[src/logic/xbuf_pkg.sv]
// Operand staging shared definitions

package xbuf_pkg;

  // Operand element and systolic array geometry
  localparam int unsigned ELEM_W    = 16;
  localparam int unsigned ARRAY_H   = 4;
  localparam int unsigned ARRAY_W   = 4;

  // Pad slots per row, two banks worth of rows
  localparam int unsigned PAD_DEPTH = 2 * ARRAY_H;

  // One load word carries a full pad row, slot 0 in the low bits
  localparam int unsigned DATA_W    = PAD_DEPTH * ELEM_W;

  // Derived widths
  localparam int unsigned SLOT_AW   = $clog2(PAD_DEPTH);
  localparam int unsigned CNT_W     = SLOT_AW + 1;
  localparam int unsigned WIDX_W    = $clog2(ARRAY_W) + 1;
  localparam int unsigned ROW_AW    = $clog2(ARRAY_H);
  localparam int unsigned BCNT_W    = ROW_AW + 1;

  // Rows held by both buffer banks together
  localparam int unsigned BUF_ROWS  = 2 * ARRAY_H;

  // Fill FSM states
  typedef enum logic [2:0] {
    PRELOAD,
    FAST_FILL,
    WAIT_FIRST_READ,
    FILL,
    PAD_EMPTY
  } xbuf_state_e;

endpackage

[src/logic/x_pad_mem.sv]
// Operand pad memory

module x_pad_mem (
  input  logic                                            clk_i,
  input  logic                                            rst_ni,
  input  logic                                            clear_i,
  input  logic                                            we_i,
  input  logic [xbuf_pkg::WIDX_W-1:0]                     waddr_i,
  input  logic [xbuf_pkg::DATA_W-1:0]                     wdata_i,
  input  logic                                            rd_en_i,
  input  logic [xbuf_pkg::SLOT_AW-1:0]                    raddr_i,
  output logic [xbuf_pkg::ARRAY_W-1:0][xbuf_pkg::ELEM_W-1:0] rdata_o
);
  import xbuf_pkg::*;

  // One pad row per array column, PAD_DEPTH slots each
  logic [ARRAY_W-1:0][PAD_DEPTH-1:0][ELEM_W-1:0] mem_q;
  logic [ARRAY_W-1:0][ELEM_W-1:0]                rdata_q;

  // Row write, the whole load word lands in one pad row
  for (genvar r = 0; r < ARRAY_W; r++) begin : g_row
    always_ff @(posedge clk_i) begin
      if (we_i && (waddr_i == WIDX_W'(r))) begin
        mem_q[r] <= wdata_i;
      end
    end
  end

  // Column read
  // The same slot is taken from every row, so the output word is
  // one slot across all columns
  always_ff @(posedge clk_i or negedge rst_ni) begin
    if (!rst_ni) begin
      rdata_q <= '0;
    end else if (clear_i) begin
      rdata_q <= '0;
    end else if (rd_en_i) begin
      for (int r = 0; r < ARRAY_W; r++) begin
        rdata_q[r] <= mem_q[r][raddr_i];
      end
    end
  end

  assign rdata_o = rdata_q;

endmodule

[src/logic/x_shift_buf.sv]
// Two-bank operand shift buffer

module x_shift_buf (
  input  logic                                             clk_i,
  input  logic                                             rst_ni,
  input  logic                                             clear_i,
  input  logic                                             we_i,
  input  logic                                             wbank_i,
  input  logic [xbuf_pkg::ROW_AW-1:0]                      wrow_i,
  input  logic [xbuf_pkg::ARRAY_W-1:0][xbuf_pkg::ELEM_W-1:0] wdata_i,
  input  logic                                             zero_i,
  input  logic                                             rbank_i,
  output logic [xbuf_pkg::ARRAY_H-1:0][xbuf_pkg::ARRAY_W-1:0][xbuf_pkg::ELEM_W-1:0] rdata_o
);
  import xbuf_pkg::*;

  logic [1:0][ARRAY_H-1:0][ARRAY_W-1:0][ELEM_W-1:0] bank_q;
  logic [ARRAY_W-1:0][ELEM_W-1:0]                   row_data;

  // Rows past the programmed height are stored as zeros
  assign row_data = zero_i ? '0 : wdata_i;

  for (genvar b = 0; b < 2; b++) begin : g_bank
    for (genvar h = 0; h < ARRAY_H; h++) begin : g_row
      logic row_we;

      assign row_we = we_i && (wbank_i == b[0]) && (wrow_i == ROW_AW'(h));

      always_ff @(posedge clk_i or negedge rst_ni) begin
        if (!rst_ni) begin
          bank_q[b][h] <= '0;
        end else if (clear_i) begin
          bank_q[b][h] <= '0;
        end else if (row_we) begin
          bank_q[b][h] <= row_data;
        end
      end
    end
  end

  // Whole read bank goes to the array at once
  assign rdata_o = bank_q[rbank_i];

endmodule

[src/logic/x_buffer_ctrl.sv]
// Operand staging fill controller

module x_buffer_ctrl (
  input  logic                         clk_i,
  input  logic                         rst_ni,
  input  logic                         clear_i,
  input  logic                         load_i,
  input  logic                         rst_w_index_i,
  input  logic                         pad_setup_i,
  input  logic                         h_shift_i,
  input  logic [xbuf_pkg::WIDX_W-1:0]  width_i,
  input  logic [xbuf_pkg::SLOT_AW-1:0] height_i,
  input  logic [xbuf_pkg::CNT_W-1:0]   slots_i,
  output logic [xbuf_pkg::WIDX_W-1:0]  w_index_o,
  output logic                         full_o,
  output logic                         empty_o,
  output logic                         bank_valid_o,
  output logic                         pad_rd_en_o,
  output logic [xbuf_pkg::SLOT_AW-1:0] pad_rd_addr_o,
  output logic                         buf_we_o,
  output logic                         buf_wbank_o,
  output logic [xbuf_pkg::ROW_AW-1:0]  buf_wrow_o,
  output logic                         buf_zero_o,
  output logic                         buf_rbank_o
);
  import xbuf_pkg::*;

  xbuf_state_e               state_q, state_d;
  logic [WIDX_W-1:0]         w_index_q;
  logic [SLOT_AW-1:0]        rd_slot_q, cons_slot_q;
  logic [CNT_W-1:0]          lvl_q, lvl_d;
  logic [ROW_AW-1:0]         wrow_q, rrow_q;
  logic                      wbank_q, rbank_q, rbank_d;
  logic [1:0][BCNT_W-1:0]    wr_cnt_q, wr_cnt_d;
  logic                      we_q, zero_q, empty_q, valid_q;
  logic                      shift, free, room, rd_go, last_slot;

  // Next slot, wrapping modulo the programmed slot count
  function automatic logic [SLOT_AW-1:0] slot_step(logic [SLOT_AW-1:0] s,
                                                   logic [CNT_W-1:0]   n);
    if ({1'b0, s} >= n - CNT_W'(1)) begin
      return '0;
    end
    return s + SLOT_AW'(1);
  endfunction

  // Loaded-row counter, held until the host acknowledges full
  always_ff @(posedge clk_i or negedge rst_ni) begin
    if (!rst_ni) begin
      w_index_q <= '0;
    end else if (clear_i || rst_w_index_i) begin
      w_index_q <= '0;
    end else if (load_i) begin
      w_index_q <= w_index_q + WIDX_W'(1);
    end
  end

  assign w_index_o = w_index_q;
  assign full_o    = (w_index_q == width_i);

  // Shifts only count while the array sees a complete bank
  assign shift     = h_shift_i && valid_q;
  assign free      = shift && (rrow_q == ROW_AW'(ARRAY_H - 1));
  assign last_slot = shift && (slot_step(cons_slot_q, slots_i) == '0);
  // lvl_q counts rows reserved by a pad read and not yet freed
  assign room      = (lvl_q < CNT_W'(BUF_ROWS)) || free;

  always_comb begin
    rd_go = 1'b0;
    case (state_q)
      FAST_FILL:       rd_go = room;
      WAIT_FIRST_READ: rd_go = free;
      FILL, PAD_EMPTY: rd_go = shift && room;
      default:         rd_go = 1'b0;
    endcase
  end

  assign pad_rd_en_o   = pad_setup_i || rd_go;
  assign pad_rd_addr_o = pad_setup_i ? '0 : rd_slot_q;

  always_comb begin
    lvl_d = lvl_q;
    if (pad_setup_i) begin
      lvl_d = CNT_W'(1);
    end else begin
      if (rd_go) begin
        lvl_d = lvl_d + CNT_W'(1);
      end
      if (free) begin
        lvl_d = lvl_d - CNT_W'(ARRAY_H);
      end
    end
  end

  always_comb begin
    state_d = state_q;
    if (pad_setup_i) begin
      state_d = FAST_FILL;
    end else begin
      case (state_q)
        FAST_FILL: begin
          if (lvl_d == CNT_W'(BUF_ROWS)) begin
            state_d = WAIT_FIRST_READ;
          end
        end
        WAIT_FIRST_READ: begin
          if (last_slot) begin
            state_d = PAD_EMPTY;
          end else if (free) begin
            state_d = FILL;
          end
        end
        FILL: begin
          if (last_slot) begin
            state_d = PAD_EMPTY;
          end
        end
        PAD_EMPTY: begin
          // Delivery restarts from slot 0 of the same pad
          if (shift && !last_slot) begin
            state_d = FILL;
          end
        end
        default: state_d = state_q;
      endcase
    end
  end

  // Bank fill levels, the freed bank is emptied before a landing write counts
  always_comb begin
    wr_cnt_d = wr_cnt_q;
    if (free) begin
      wr_cnt_d[rbank_q] = '0;
    end
    if (we_q) begin
      wr_cnt_d[wbank_q] = wr_cnt_d[wbank_q] + BCNT_W'(1);
    end
  end

  assign rbank_d = free ? ~rbank_q : rbank_q;

  always_ff @(posedge clk_i or negedge rst_ni) begin
    if (!rst_ni) begin
      state_q     <= PRELOAD;
      lvl_q       <= '0;
      rd_slot_q   <= '0;
      cons_slot_q <= '0;
      we_q        <= 1'b0;
      zero_q      <= 1'b0;
      empty_q     <= 1'b0;
      valid_q     <= 1'b0;
      wbank_q     <= 1'b0;
      wrow_q      <= '0;
      rbank_q     <= 1'b0;
      rrow_q      <= '0;
      wr_cnt_q    <= '0;
    end else if (clear_i) begin
      state_q     <= PRELOAD;
      lvl_q       <= '0;
      rd_slot_q   <= '0;
      cons_slot_q <= '0;
      we_q        <= 1'b0;
      zero_q      <= 1'b0;
      empty_q     <= 1'b0;
      valid_q     <= 1'b0;
      wbank_q     <= 1'b0;
      wrow_q      <= '0;
      rbank_q     <= 1'b0;
      rrow_q      <= '0;
      wr_cnt_q    <= '0;
    end else begin
      state_q <= state_d;
      lvl_q   <= lvl_d;
      // Buffer write follows the pad read by one cycle
      we_q    <= pad_rd_en_o;
      empty_q <= last_slot && !pad_setup_i;
      if (pad_rd_en_o) begin
        zero_q    <= (pad_rd_addr_o > height_i);
        rd_slot_q <= slot_step(pad_rd_addr_o, slots_i);
      end
      if (pad_setup_i) begin
        cons_slot_q <= '0;
        valid_q     <= 1'b0;
        wbank_q     <= 1'b0;
        wrow_q      <= '0;
        rbank_q     <= 1'b0;
        rrow_q      <= '0;
        wr_cnt_q    <= '0;
      end else begin
        if (shift) begin
          cons_slot_q <= slot_step(cons_slot_q, slots_i);
          rrow_q      <= free ? '0 : rrow_q + ROW_AW'(1);
        end
        rbank_q <= rbank_d;
        if (we_q) begin
          if (wrow_q == ROW_AW'(ARRAY_H - 1)) begin
            wrow_q  <= '0;
            wbank_q <= ~wbank_q;
          end else begin
            wrow_q <= wrow_q + ROW_AW'(1);
          end
        end
        wr_cnt_q <= wr_cnt_d;
        valid_q  <= (wr_cnt_d[rbank_d] == BCNT_W'(ARRAY_H));
      end
    end
  end

  assign empty_o      = empty_q;
  assign bank_valid_o = valid_q;
  assign buf_we_o     = we_q;
  assign buf_wbank_o  = wbank_q;
  assign buf_wrow_o   = wrow_q;
  assign buf_zero_o   = zero_q;
  assign buf_rbank_o  = rbank_q;

endmodule

[src/logic/x_buffer.sv]
// Matrix engine input operand staging
// Pad memory, shift buffer and fill control

module x_buffer (
  input  logic                         clk_i,
  input  logic                         rst_ni,
  input  logic                         clear_i,
  input  logic                         load_i,
  input  logic [xbuf_pkg::DATA_W-1:0]  data_i,
  input  logic [xbuf_pkg::WIDX_W-1:0]  width_i,
  input  logic                         rst_w_index_i,
  input  logic                         pad_setup_i,
  input  logic [xbuf_pkg::CNT_W-1:0]   slots_i,
  input  logic [xbuf_pkg::SLOT_AW-1:0] height_i,
  input  logic                         h_shift_i,
  output logic [xbuf_pkg::ARRAY_W-1:0][xbuf_pkg::ARRAY_H-1:0][xbuf_pkg::ELEM_W-1:0] x_buffer_o,
  output logic                         full_o,
  output logic                         empty_o,
  output logic                         bank_valid_o
);
  import xbuf_pkg::*;

  logic [WIDX_W-1:0]                     w_index;
  logic                                  pad_rd_en;
  logic [SLOT_AW-1:0]                    pad_rd_addr;
  logic [ARRAY_W-1:0][ELEM_W-1:0]        pad_col;
  logic                                  buf_we;
  logic                                  buf_wbank;
  logic [ROW_AW-1:0]                     buf_wrow;
  logic                                  buf_zero;
  logic                                  buf_rbank;
  logic [ARRAY_H-1:0][ARRAY_W-1:0][ELEM_W-1:0] bank_rows;

  x_pad_mem i_pad (
    .clk_i   (clk_i),
    .rst_ni  (rst_ni),
    .clear_i (clear_i),
    .we_i    (load_i),
    .waddr_i (w_index),
    .wdata_i (data_i),
    .rd_en_i (pad_rd_en),
    .raddr_i (pad_rd_addr),
    .rdata_o (pad_col)
  );

  x_shift_buf i_buf (
    .clk_i   (clk_i),
    .rst_ni  (rst_ni),
    .clear_i (clear_i),
    .we_i    (buf_we),
    .wbank_i (buf_wbank),
    .wrow_i  (buf_wrow),
    .wdata_i (pad_col),
    .zero_i  (buf_zero),
    .rbank_i (buf_rbank),
    .rdata_o (bank_rows)
  );

  x_buffer_ctrl i_ctrl (
    .clk_i         (clk_i),
    .rst_ni        (rst_ni),
    .clear_i       (clear_i),
    .load_i        (load_i),
    .rst_w_index_i (rst_w_index_i),
    .pad_setup_i   (pad_setup_i),
    .h_shift_i     (h_shift_i),
    .width_i       (width_i),
    .height_i      (height_i),
    .slots_i       (slots_i),
    .w_index_o     (w_index),
    .full_o        (full_o),
    .empty_o       (empty_o),
    .bank_valid_o  (bank_valid_o),
    .pad_rd_en_o   (pad_rd_en),
    .pad_rd_addr_o (pad_rd_addr),
    .buf_we_o      (buf_we),
    .buf_wbank_o   (buf_wbank),
    .buf_wrow_o    (buf_wrow),
    .buf_zero_o    (buf_zero),
    .buf_rbank_o   (buf_rbank)
  );

  // Array columns take element w of every buffered row
  for (genvar w = 0; w < ARRAY_W; w++) begin : g_col
    for (genvar h = 0; h < ARRAY_H; h++) begin : g_row
      assign x_buffer_o[w][h] = bank_rows[h][w];
    end
  end

endmodule

[config.mk]
export PLATFORM = sky130hd
export DESIGN_NAME = x_buffer
export DESIGN_NICKNAME = d
export VERILOG_FILES = /design/src/logic/xbuf_pkg.sv /design/src/logic/x_pad_mem.sv /design/src/logic/x_shift_buf.sv /design/src/logic/x_buffer_ctrl.sv /design/src/logic/x_buffer.sv
export SDC_FILE = /design/constraint.sdc
export NUM_CORES = 1
export LEC_CHECK = 0
export BUFFER_PORTS_ARGS = -buffer_cell sky130_fd_sc_hd__buf_2
export CAP_MARGIN = 0
export CORE_UTILIZATION = 54
export CTS_CLUSTER_SIZE = 30
export DETAILED_ROUTE_END_ITERATION = 16
export GPL_ROUTABILITY_DRIVEN = 0
export PLACE_DENSITY = 0.87
export SYNTH_ARGS = -nofsm -noshare
export SYNTH_HDL_FRONTEND = slang
export SYNTH_HIERARCHICAL = 1
export SYNTH_SLANG_ARGS = --single-unit
[constraint.sdc]
create_clock -name clk_i -period 10.6 [get_ports clk_i]
set_input_delay 0.53 -clock clk_i [delete_from_list [all_inputs] [get_ports clk_i]]
set_output_delay 0.53 -clock clk_i [all_outputs]
set_load 0.005 [all_outputs]
==> results of run 1 <==
-- worst paths after layout --
check	from	endpoint	slack, ps
worst min-delay path	data_i[5]	i_pad/mem_q[389]	40
worst max register to register	i_ctrl/rd_slot_q[0]	i_pad/rdata_o[7]	6820
worst min register to register	i_pad/rdata_o[27]	i_pad/rdata_o[27]	480
min in group asynchronous	rst_ni	i_buf/bank_q[308]	510
worst max-delay path	i_ctrl/rd_slot_q[0]	i_pad/rdata_o[7]	6820
max in group asynchronous	rst_ni	i_pad/rdata_o[25]	7660
-- state kept, by name, indices dropped and copies added, names as in the netlist --
name                 cells
i_ctrl/buf_wrow_o        2
i_buf/bank_q           512
i_ctrl/rd_slot_q         3
i_pad/mem_q            512
i_ctrl/bank_valid_o      1
i_ctrl/empty_o           1
i_ctrl/w_index_o         3
i_ctrl/lvl_q             4
i_ctrl/wr_cnt_q          6
i_ctrl/buf_rbank_o       1
i_ctrl/state_q           3
i_pad/rdata_o           64
i_ctrl/buf_zero_o        1
i_ctrl/cons_slot_q       3
i_ctrl/buf_wbank_o       1
i_ctrl/buf_we_o          1
i_ctrl/rrow_q            2
-- metal layers --
layer	up-vias	track usage (%)	part of all wire (%)
li1	12900	-	-
met1	15200	37.0	42
met2	1085	43.6	48
met3	217	5.79	7.8
met4	30	6.87	2.3
met5	-	0	0.14
-- metrics by stage --
step | worst slack (ps) | hold slack [ps]
finish | 6820 | 36.8
detailed placement | 6250 | 467
floorplan | 3890 | 234
global route | 6590 | 3.60
CTS | 6780 | 0.0843
global placement | 6370 | 462
-- worst max-delay path: stages (launching register included) --
cell	delay (ps)
dfrtp_1	330
nand2_1	180
inv_8	560
buf_4	740
buf_4	800
mux4_2	630
nor2_2	140
o31ai_2	90
-- logic make-up (layout without fill, tap and decap cells) --
group	Yosys count	after routing	share of synthesized area, %
XOR/XNOR	19	19	0.334
AO/OA/AOI/OAI	182	182	3.02
multiplexers	966	966	22.0
adder cells (fa/ha/maj)	17	17	0.427
AND/OR/NAND/NOR	807	807	9.91
other	0	13	0
buffers and inverters	300	704	2.98
flip-flops	1120	1120	61.4
-- cells in the final DEF (no fill, tap or decap), types with 4 or more instances in the layout --
| master | instances |
|---|---|
| a21o_1 | 4 |
| a21oi_1 | 13 |
| buf_2 | 401 |
| buf_4 | 37 |
| bufinv_16 | 7 |
| clkbuf_1 | 15 |
| clkbuf_16 | 111 |
| clkbuf_8 | 27 |
| clkinv_1 | 9 |
| clkinv_16 | 4 |
| clkinv_2 | 24 |
| clkinv_4 | 4 |
| dfrtp_1 | 606 |
| diode_2 | 13 |
| dlygate4sd3_1 | 44 |
| edfxtp_1 | 512 |
| ha_1 | 17 |
| inv_1 | 8 |
| mux2_1 | 4 |
| mux2_2 | 379 |
| mux2i_1 | 517 |
| mux4_2 | 64 |
| nand2_1 | 88 |
| nand2b_1 | 518 |
| nand3_1 | 7 |
| nor2_1 | 34 |
| nor2_2 | 50 |
| nor2b_1 | 6 |
| nor3_1 | 9 |
| o21ai_0 | 13 |
| o22ai_1 | 63 |
| o31ai_1 | 14 |
| o31ai_2 | 50 |
| or3b_1 | 60 |
| or3b_2 | 4 |
| xnor2_1 | 11 |
| xor2_1 | 8 |
-- what timing repair did --
item | CTS | global route
setup buffers | 0 | 0
endpoints found under the hold margin | 268 | 0
hold buffers | 44 | 0
-- layout make-up --
cell class	instances	area [sq um]
antenna	13	32.5
clock buffer	153	3210
clock inverter	54	594
fill	6533	34900
inverter	10	46.3
multi-input combinational	1991	17900
sequential	1120	30600
tap	1186	1480
timing repair buffer	487	2820
-- power groups by stage --
| stage | combinational (W) | sequential [W] | clock [W] |
|---|---|---|---|
| 3_5_place_dp | 0.000554 | 0.00480 | 0 |
| 4_1_cts | 0.000573 | 0.00471 | 0.00408 |
| 5_1_grt | 0.000611 | 0.00472 | 0.00424 |
| 2_1_floorplan | 0.000360 | 0.00476 | 0 |
| 3_3_place_gp | 0.000541 | 0.00479 | 0 |
| 6_report | 0.000571 | 0.00471 | 0.00403 |
==> results.sh, run 1 <==
export IMPL_avgSynthCellArea_sq_um=14.6
export IMPL_setup_tns_ps=0
export IMPL_routedWlPerCell_microns=25.2
export IMPL_setup_violations_final=0
export IMPL_synth_seq_cells=1120
export IMPL_dpl_cell_area_sq_um=52400
export IMPL_intPower_w=0.00717
export IMPL_final_cells=5014
export IMPL_grt_overflow_total=0
export IMPL_drt_iter0_markers=2944
export IMPL_final_nets=3883
export IMPL_synth_edf_count=512
export IMPL_drive_above_1_share_pct=31.5
export IMPL_stdcell_area_sq_um=56700
export IMPL_synth_ff_type="dfrtp_1"
export IMPL_power_switching_share_pct=23.0
export IMPL_syn_instance_count=3411
export IMPL_total_power_w=0.00931
export IMPL_fmax_mhz=265
export IMPL_worstPathArrival_ps=4330
export IMPL_p_sw_w=0.00214
export IMPL_portBuffers=403
export IMPL_end_kind="flop"
export IMPL_cts_tree="built"
export IMPL_cts_reportedPaths_clkPinSlew_ps=70
export IMPL_min_period_ps=3780
export IMPL_antenna_left=0
export IMPL_hold_violations=0
export IMPL_routed_wl_microns=126000
export IMPL_worstMarginPinSlew_ps=1110
export IMPL_mappedNetlistArea_sq_um=49900
export IMPL_crit_type="reg -> reg"
export IMPL_p_leak_nw=26.3
export IMPL_rsz0062_at_grt="false"
export IMPL_via_count=29400
export IMPL_synth_most_common_cell="dfrtp_1"
export IMPL_post_route_period_util_pct=35.7
export IMPL_clk_latency_ps=730
export IMPL_clockRootBuffer="clkbuf_16"
export IMPL_die_h_microns=306
export IMPL_ys_seq_area_share_pct=61.4
export IMPL_async_reset_ff_share_pct=54.3
export IMPL_yosysTopAreaCell="edfxtp_1"
export IMPL_initial_core_util_pct=54.5
export IMPL_h_tree_depth=3
export IMPL_die_w_microns=306
export IMPL_gr_usage_all_layers_pct=26.9
export IMPL_cts_sinks=1120
export IMPL_p_per_area_nw_per_um2=164
export IMPL_synthDistinctLibCells=70
export IMPL_clockPowerShare_pct=43.2
export IMPL_hp_class="in -> reg"
export IMPL_ios=404
export IMPL_synth_nets=3573
export IMPL_finalMaxSlewViolations=0
export IMPL_grt_pass1_vias=30400
export IMPL_ys_warnings_count=6
export IMPL_synth_top_area_share_pct=30.8
export IMPL_worstPathRequired_ps=11150
export IMPL_cap_violations=0
export IMPL_core_area_sq_um=91500
export IMPL_whs_path_depth=1
export IMPL_cts_resized=0
export IMPL_dp_hpwl_microns=78400
export IMPL_antenna_found_initial=36
export IMPL_worstPathMaxFanout=86
export IMPL_skew_ps=39.9
export IMPL_drtPass1Iterations=5
export IMPL_finish_utilization_pct=61.9
export IMPL_grt_pass1_wl_microns=190000
export IMPL_viasPerCell=5.87
export IMPL_drc=0
export IMPL_rows=111
export IMPL_seqPwrFrac_pct=50.6
export IMPL_area_growth_syn_to_layout_pct=13.6
export IMPL_maxSlewHeadroom_pct=26.0
export IMPL_cts_buffer_depth=3
export IMPL_status="complete, no violations"
export IMPL_reg2regPathDepth=7
export IMPL_startpoint_type="flop"
export IMPL_power_frac_comb_pct=6.1
export IMPL_dp_cells=4750
export IMPL_ir_drop_mv=0.200
export IMPL_cts_buffers=111
export IMPL_grt_max_degree=162
export IMPL_die_area_sq_um=93500
export IMPL_ys_top_cells_by_area="edfxtp_1, dfrtp_1, mux2i_1"
export IMPL_synthTopCellsByCount="dfrtp_1, nand2b_1, mux2i_1"
Power figures use the tool's default switching activity.
==> run 2, diff against run 1 <==
--- a/config.mk
+++ b/config.mk
@@ -7,11 +7,11 @@
 export LEC_CHECK = 0
 export BUFFER_PORTS_ARGS = -buffer_cell sky130_fd_sc_hd__buf_2
 export CAP_MARGIN = 0
-export CORE_UTILIZATION = 54
+export CORE_UTILIZATION = 60
 export CTS_CLUSTER_SIZE = 30
 export DETAILED_ROUTE_END_ITERATION = 16
 export GPL_ROUTABILITY_DRIVEN = 0
-export PLACE_DENSITY = 0.87
+export PLACE_DENSITY = 0.91
 export SYNTH_ARGS = -nofsm -noshare
 export SYNTH_HDL_FRONTEND = slang
 export SYNTH_HIERARCHICAL = 1
==> constraint.sdc (replaced) <==
create_clock -name clk_i -period 3.6 [get_ports clk_i]
set_input_delay 0.18 -clock clk_i [delete_from_list [all_inputs] [get_ports clk_i]]
set_output_delay 0.18 -clock clk_i [all_outputs]
set_load 0.005 [all_outputs]
==> results.sh, run 2 (same netlist as run 1, synthesis figures left out) <==
export IMPL_status="complete, no violations"
export IMPL_final_nets=4003
export IMPL_setup_slack_ps=588
export IMPL_ctsHoldBuffers=135
export IMPL_viasPerCell=6.12
export IMPL_setup_tns_ps=0
export IMPL_cts_tree="built"
export IMPL_die_h_microns=290
export IMPL_postCtsSetupRepairBufs=0
export IMPL_cts_buffer_depth=3
export IMPL_h_tree_depth=3
export IMPL_cts_reportedPaths_clkPinSlew_ps=60
export IMPL_initial_core_util_pct=60.7
export IMPL_cap_violations=0
export IMPL_rsz0062_at_grt="false"
export IMPL_regArea_sq_um=30600
export IMPL_dp_cells=4665
export IMPL_fin_hold_ws_ps=69.8
export IMPL_setup_violations_final=0
export IMPL_fmax_mhz=332
export IMPL_core_area_sq_um=82100
export IMPL_place_ws_ps=1010
export IMPL_drt_iter0_markers=2961
export IMPL_grt_overflow_total=0
export IMPL_routed_wl_microns=132000
export IMPL_end_kind="primary output"
export IMPL_worstPathMaxFanout=141
export IMPL_via_count=30700
export IMPL_min_period_ps=3010
export IMPL_drc=0
export IMPL_portBuffers=403
export IMPL_cts_sinks=1120
export IMPL_most_common_layout_cells="dfrtp_1, nand2b_1, mux2i_1"
export IMPL_die_w_microns=290
export IMPL_clockRootBuffer="clkbuf_16"
export IMPL_drtPass1Iterations=5
export IMPL_cts_resized=0
export IMPL_routedWlPerCell_microns=26.3
export IMPL_layout_commonest_cell="dfrtp_1"
export IMPL_ios=404
export IMPL_fillers=5042
export IMPL_dp_hpwl_microns=80600
export IMPL_gr_usage_all_layers_pct=31.1
export IMPL_post_route_period_util_pct=83.7
export IMPL_grt_pass1_vias=31700
export IMPL_multi_input_area_sq_um=17900
export IMPL_crit_type="reg -> out"
export IMPL_clk_latency_ps=710
export IMPL_cts_buffers=109
export IMPL_maxSlewHeadroom_pct=30.3
export IMPL_worstPathRequired_ps=3420
export IMPL_grt_max_degree=177
export IMPL_grt_pass1_wl_microns=198000
export IMPL_startpoint_type="flop"
export IMPL_worstPathArrival_ps=2830
export IMPL_area_growth_syn_to_layout_pct=15.9
export IMPL_die_area_sq_um=84300
export IMPL_hp_class="in -> reg"
export IMPL_final_cells=5011
export IMPL_antenna_left=0
export IMPL_antenna_found_initial=10
export IMPL_p_leak_nw=26.8
export IMPL_p_per_area_nw_per_um2=470
export IMPL_drive_above_1_share_pct=31.0
export IMPL_ir_drop_mv=0.461
export IMPL_rows=105
export IMPL_skew_ps=56.6
export IMPL_hold_violations=0
export IMPL_worstMarginPinSlew_ps=1050
export IMPL_finalMaxSlewViolations=0
run 2: power by group:
group          leakage, nW  switching (W)  internal [W]  total, W
clock                 1.76        0.00502       0.00645    0.0115
combinational         11.9        0.00108      0.000777   0.00185
sequential            13.1       0.000208        0.0137    0.0139
run 2: path summary, 6_finish.rpt:
path | from | to | slack (ps) | cells past startpoint
hold reg to reg | i_pad/rdata_o[6] | i_pad/rdata_o[6] | 490 | 2
min in group asynchronous | rst_ni | i_buf/bank_q[50] | 90 | 2
hold / removal | height_i[0] | i_ctrl/buf_zero_o | 70 | 5
setup / recovery | i_ctrl/buf_rbank_o | x_buffer_o[82] | 590 | 3
setup reg to reg | i_ctrl/rrow_q[0] | i_pad/rdata_o[56] | 1080 | 8
max in group asynchronous | rst_ni | i_buf/bank_q[42] | 2350 | 4
run 2: metrics by stage:
| step | instance area (sq um) | util [%] | total power (W) |
|---|---|---|---|
| 2_1_floorplan | 49900 | - | 0.0151 |
| 3_3_place_gp | 52800 | 64.3 | 0.0157 |
| 3_5_place_dp | 52800 | 64.3 | 0.0158 |
| 4_1_cts | 57800 | 70.4 | 0.0272 |
| 5_1_grt | 57800 | 70.4 | 0.0279 |
| 6_report | 57800 | 70.4 | 0.0272 |
run 2: layer usage:
layer	routed length (microns)	vias up	track usage [%]
met5	68	-	0
met2	63600	1501	50.3
li1	-	13100	-
met4	4560	12	10.8
met3	11200	291	6.15
met1	52300	15700	42.2
run 2: layout make-up:
type	instances	area share, %
well taps	1070	2.32
clock inverters	48	0.894
repair buffers	609	7.46
diodes	9	0.0390
clock buffers	154	5.34
flip-flops and latches	1120	52.9
multi-input cells	1991	30.9
inverters	10	0.0801
run 2: critical path, stage by stage (launching register included):
cell     delay, ps
dfrtp_4        750
buf_12         590
mux2_2         450
buf_2          150
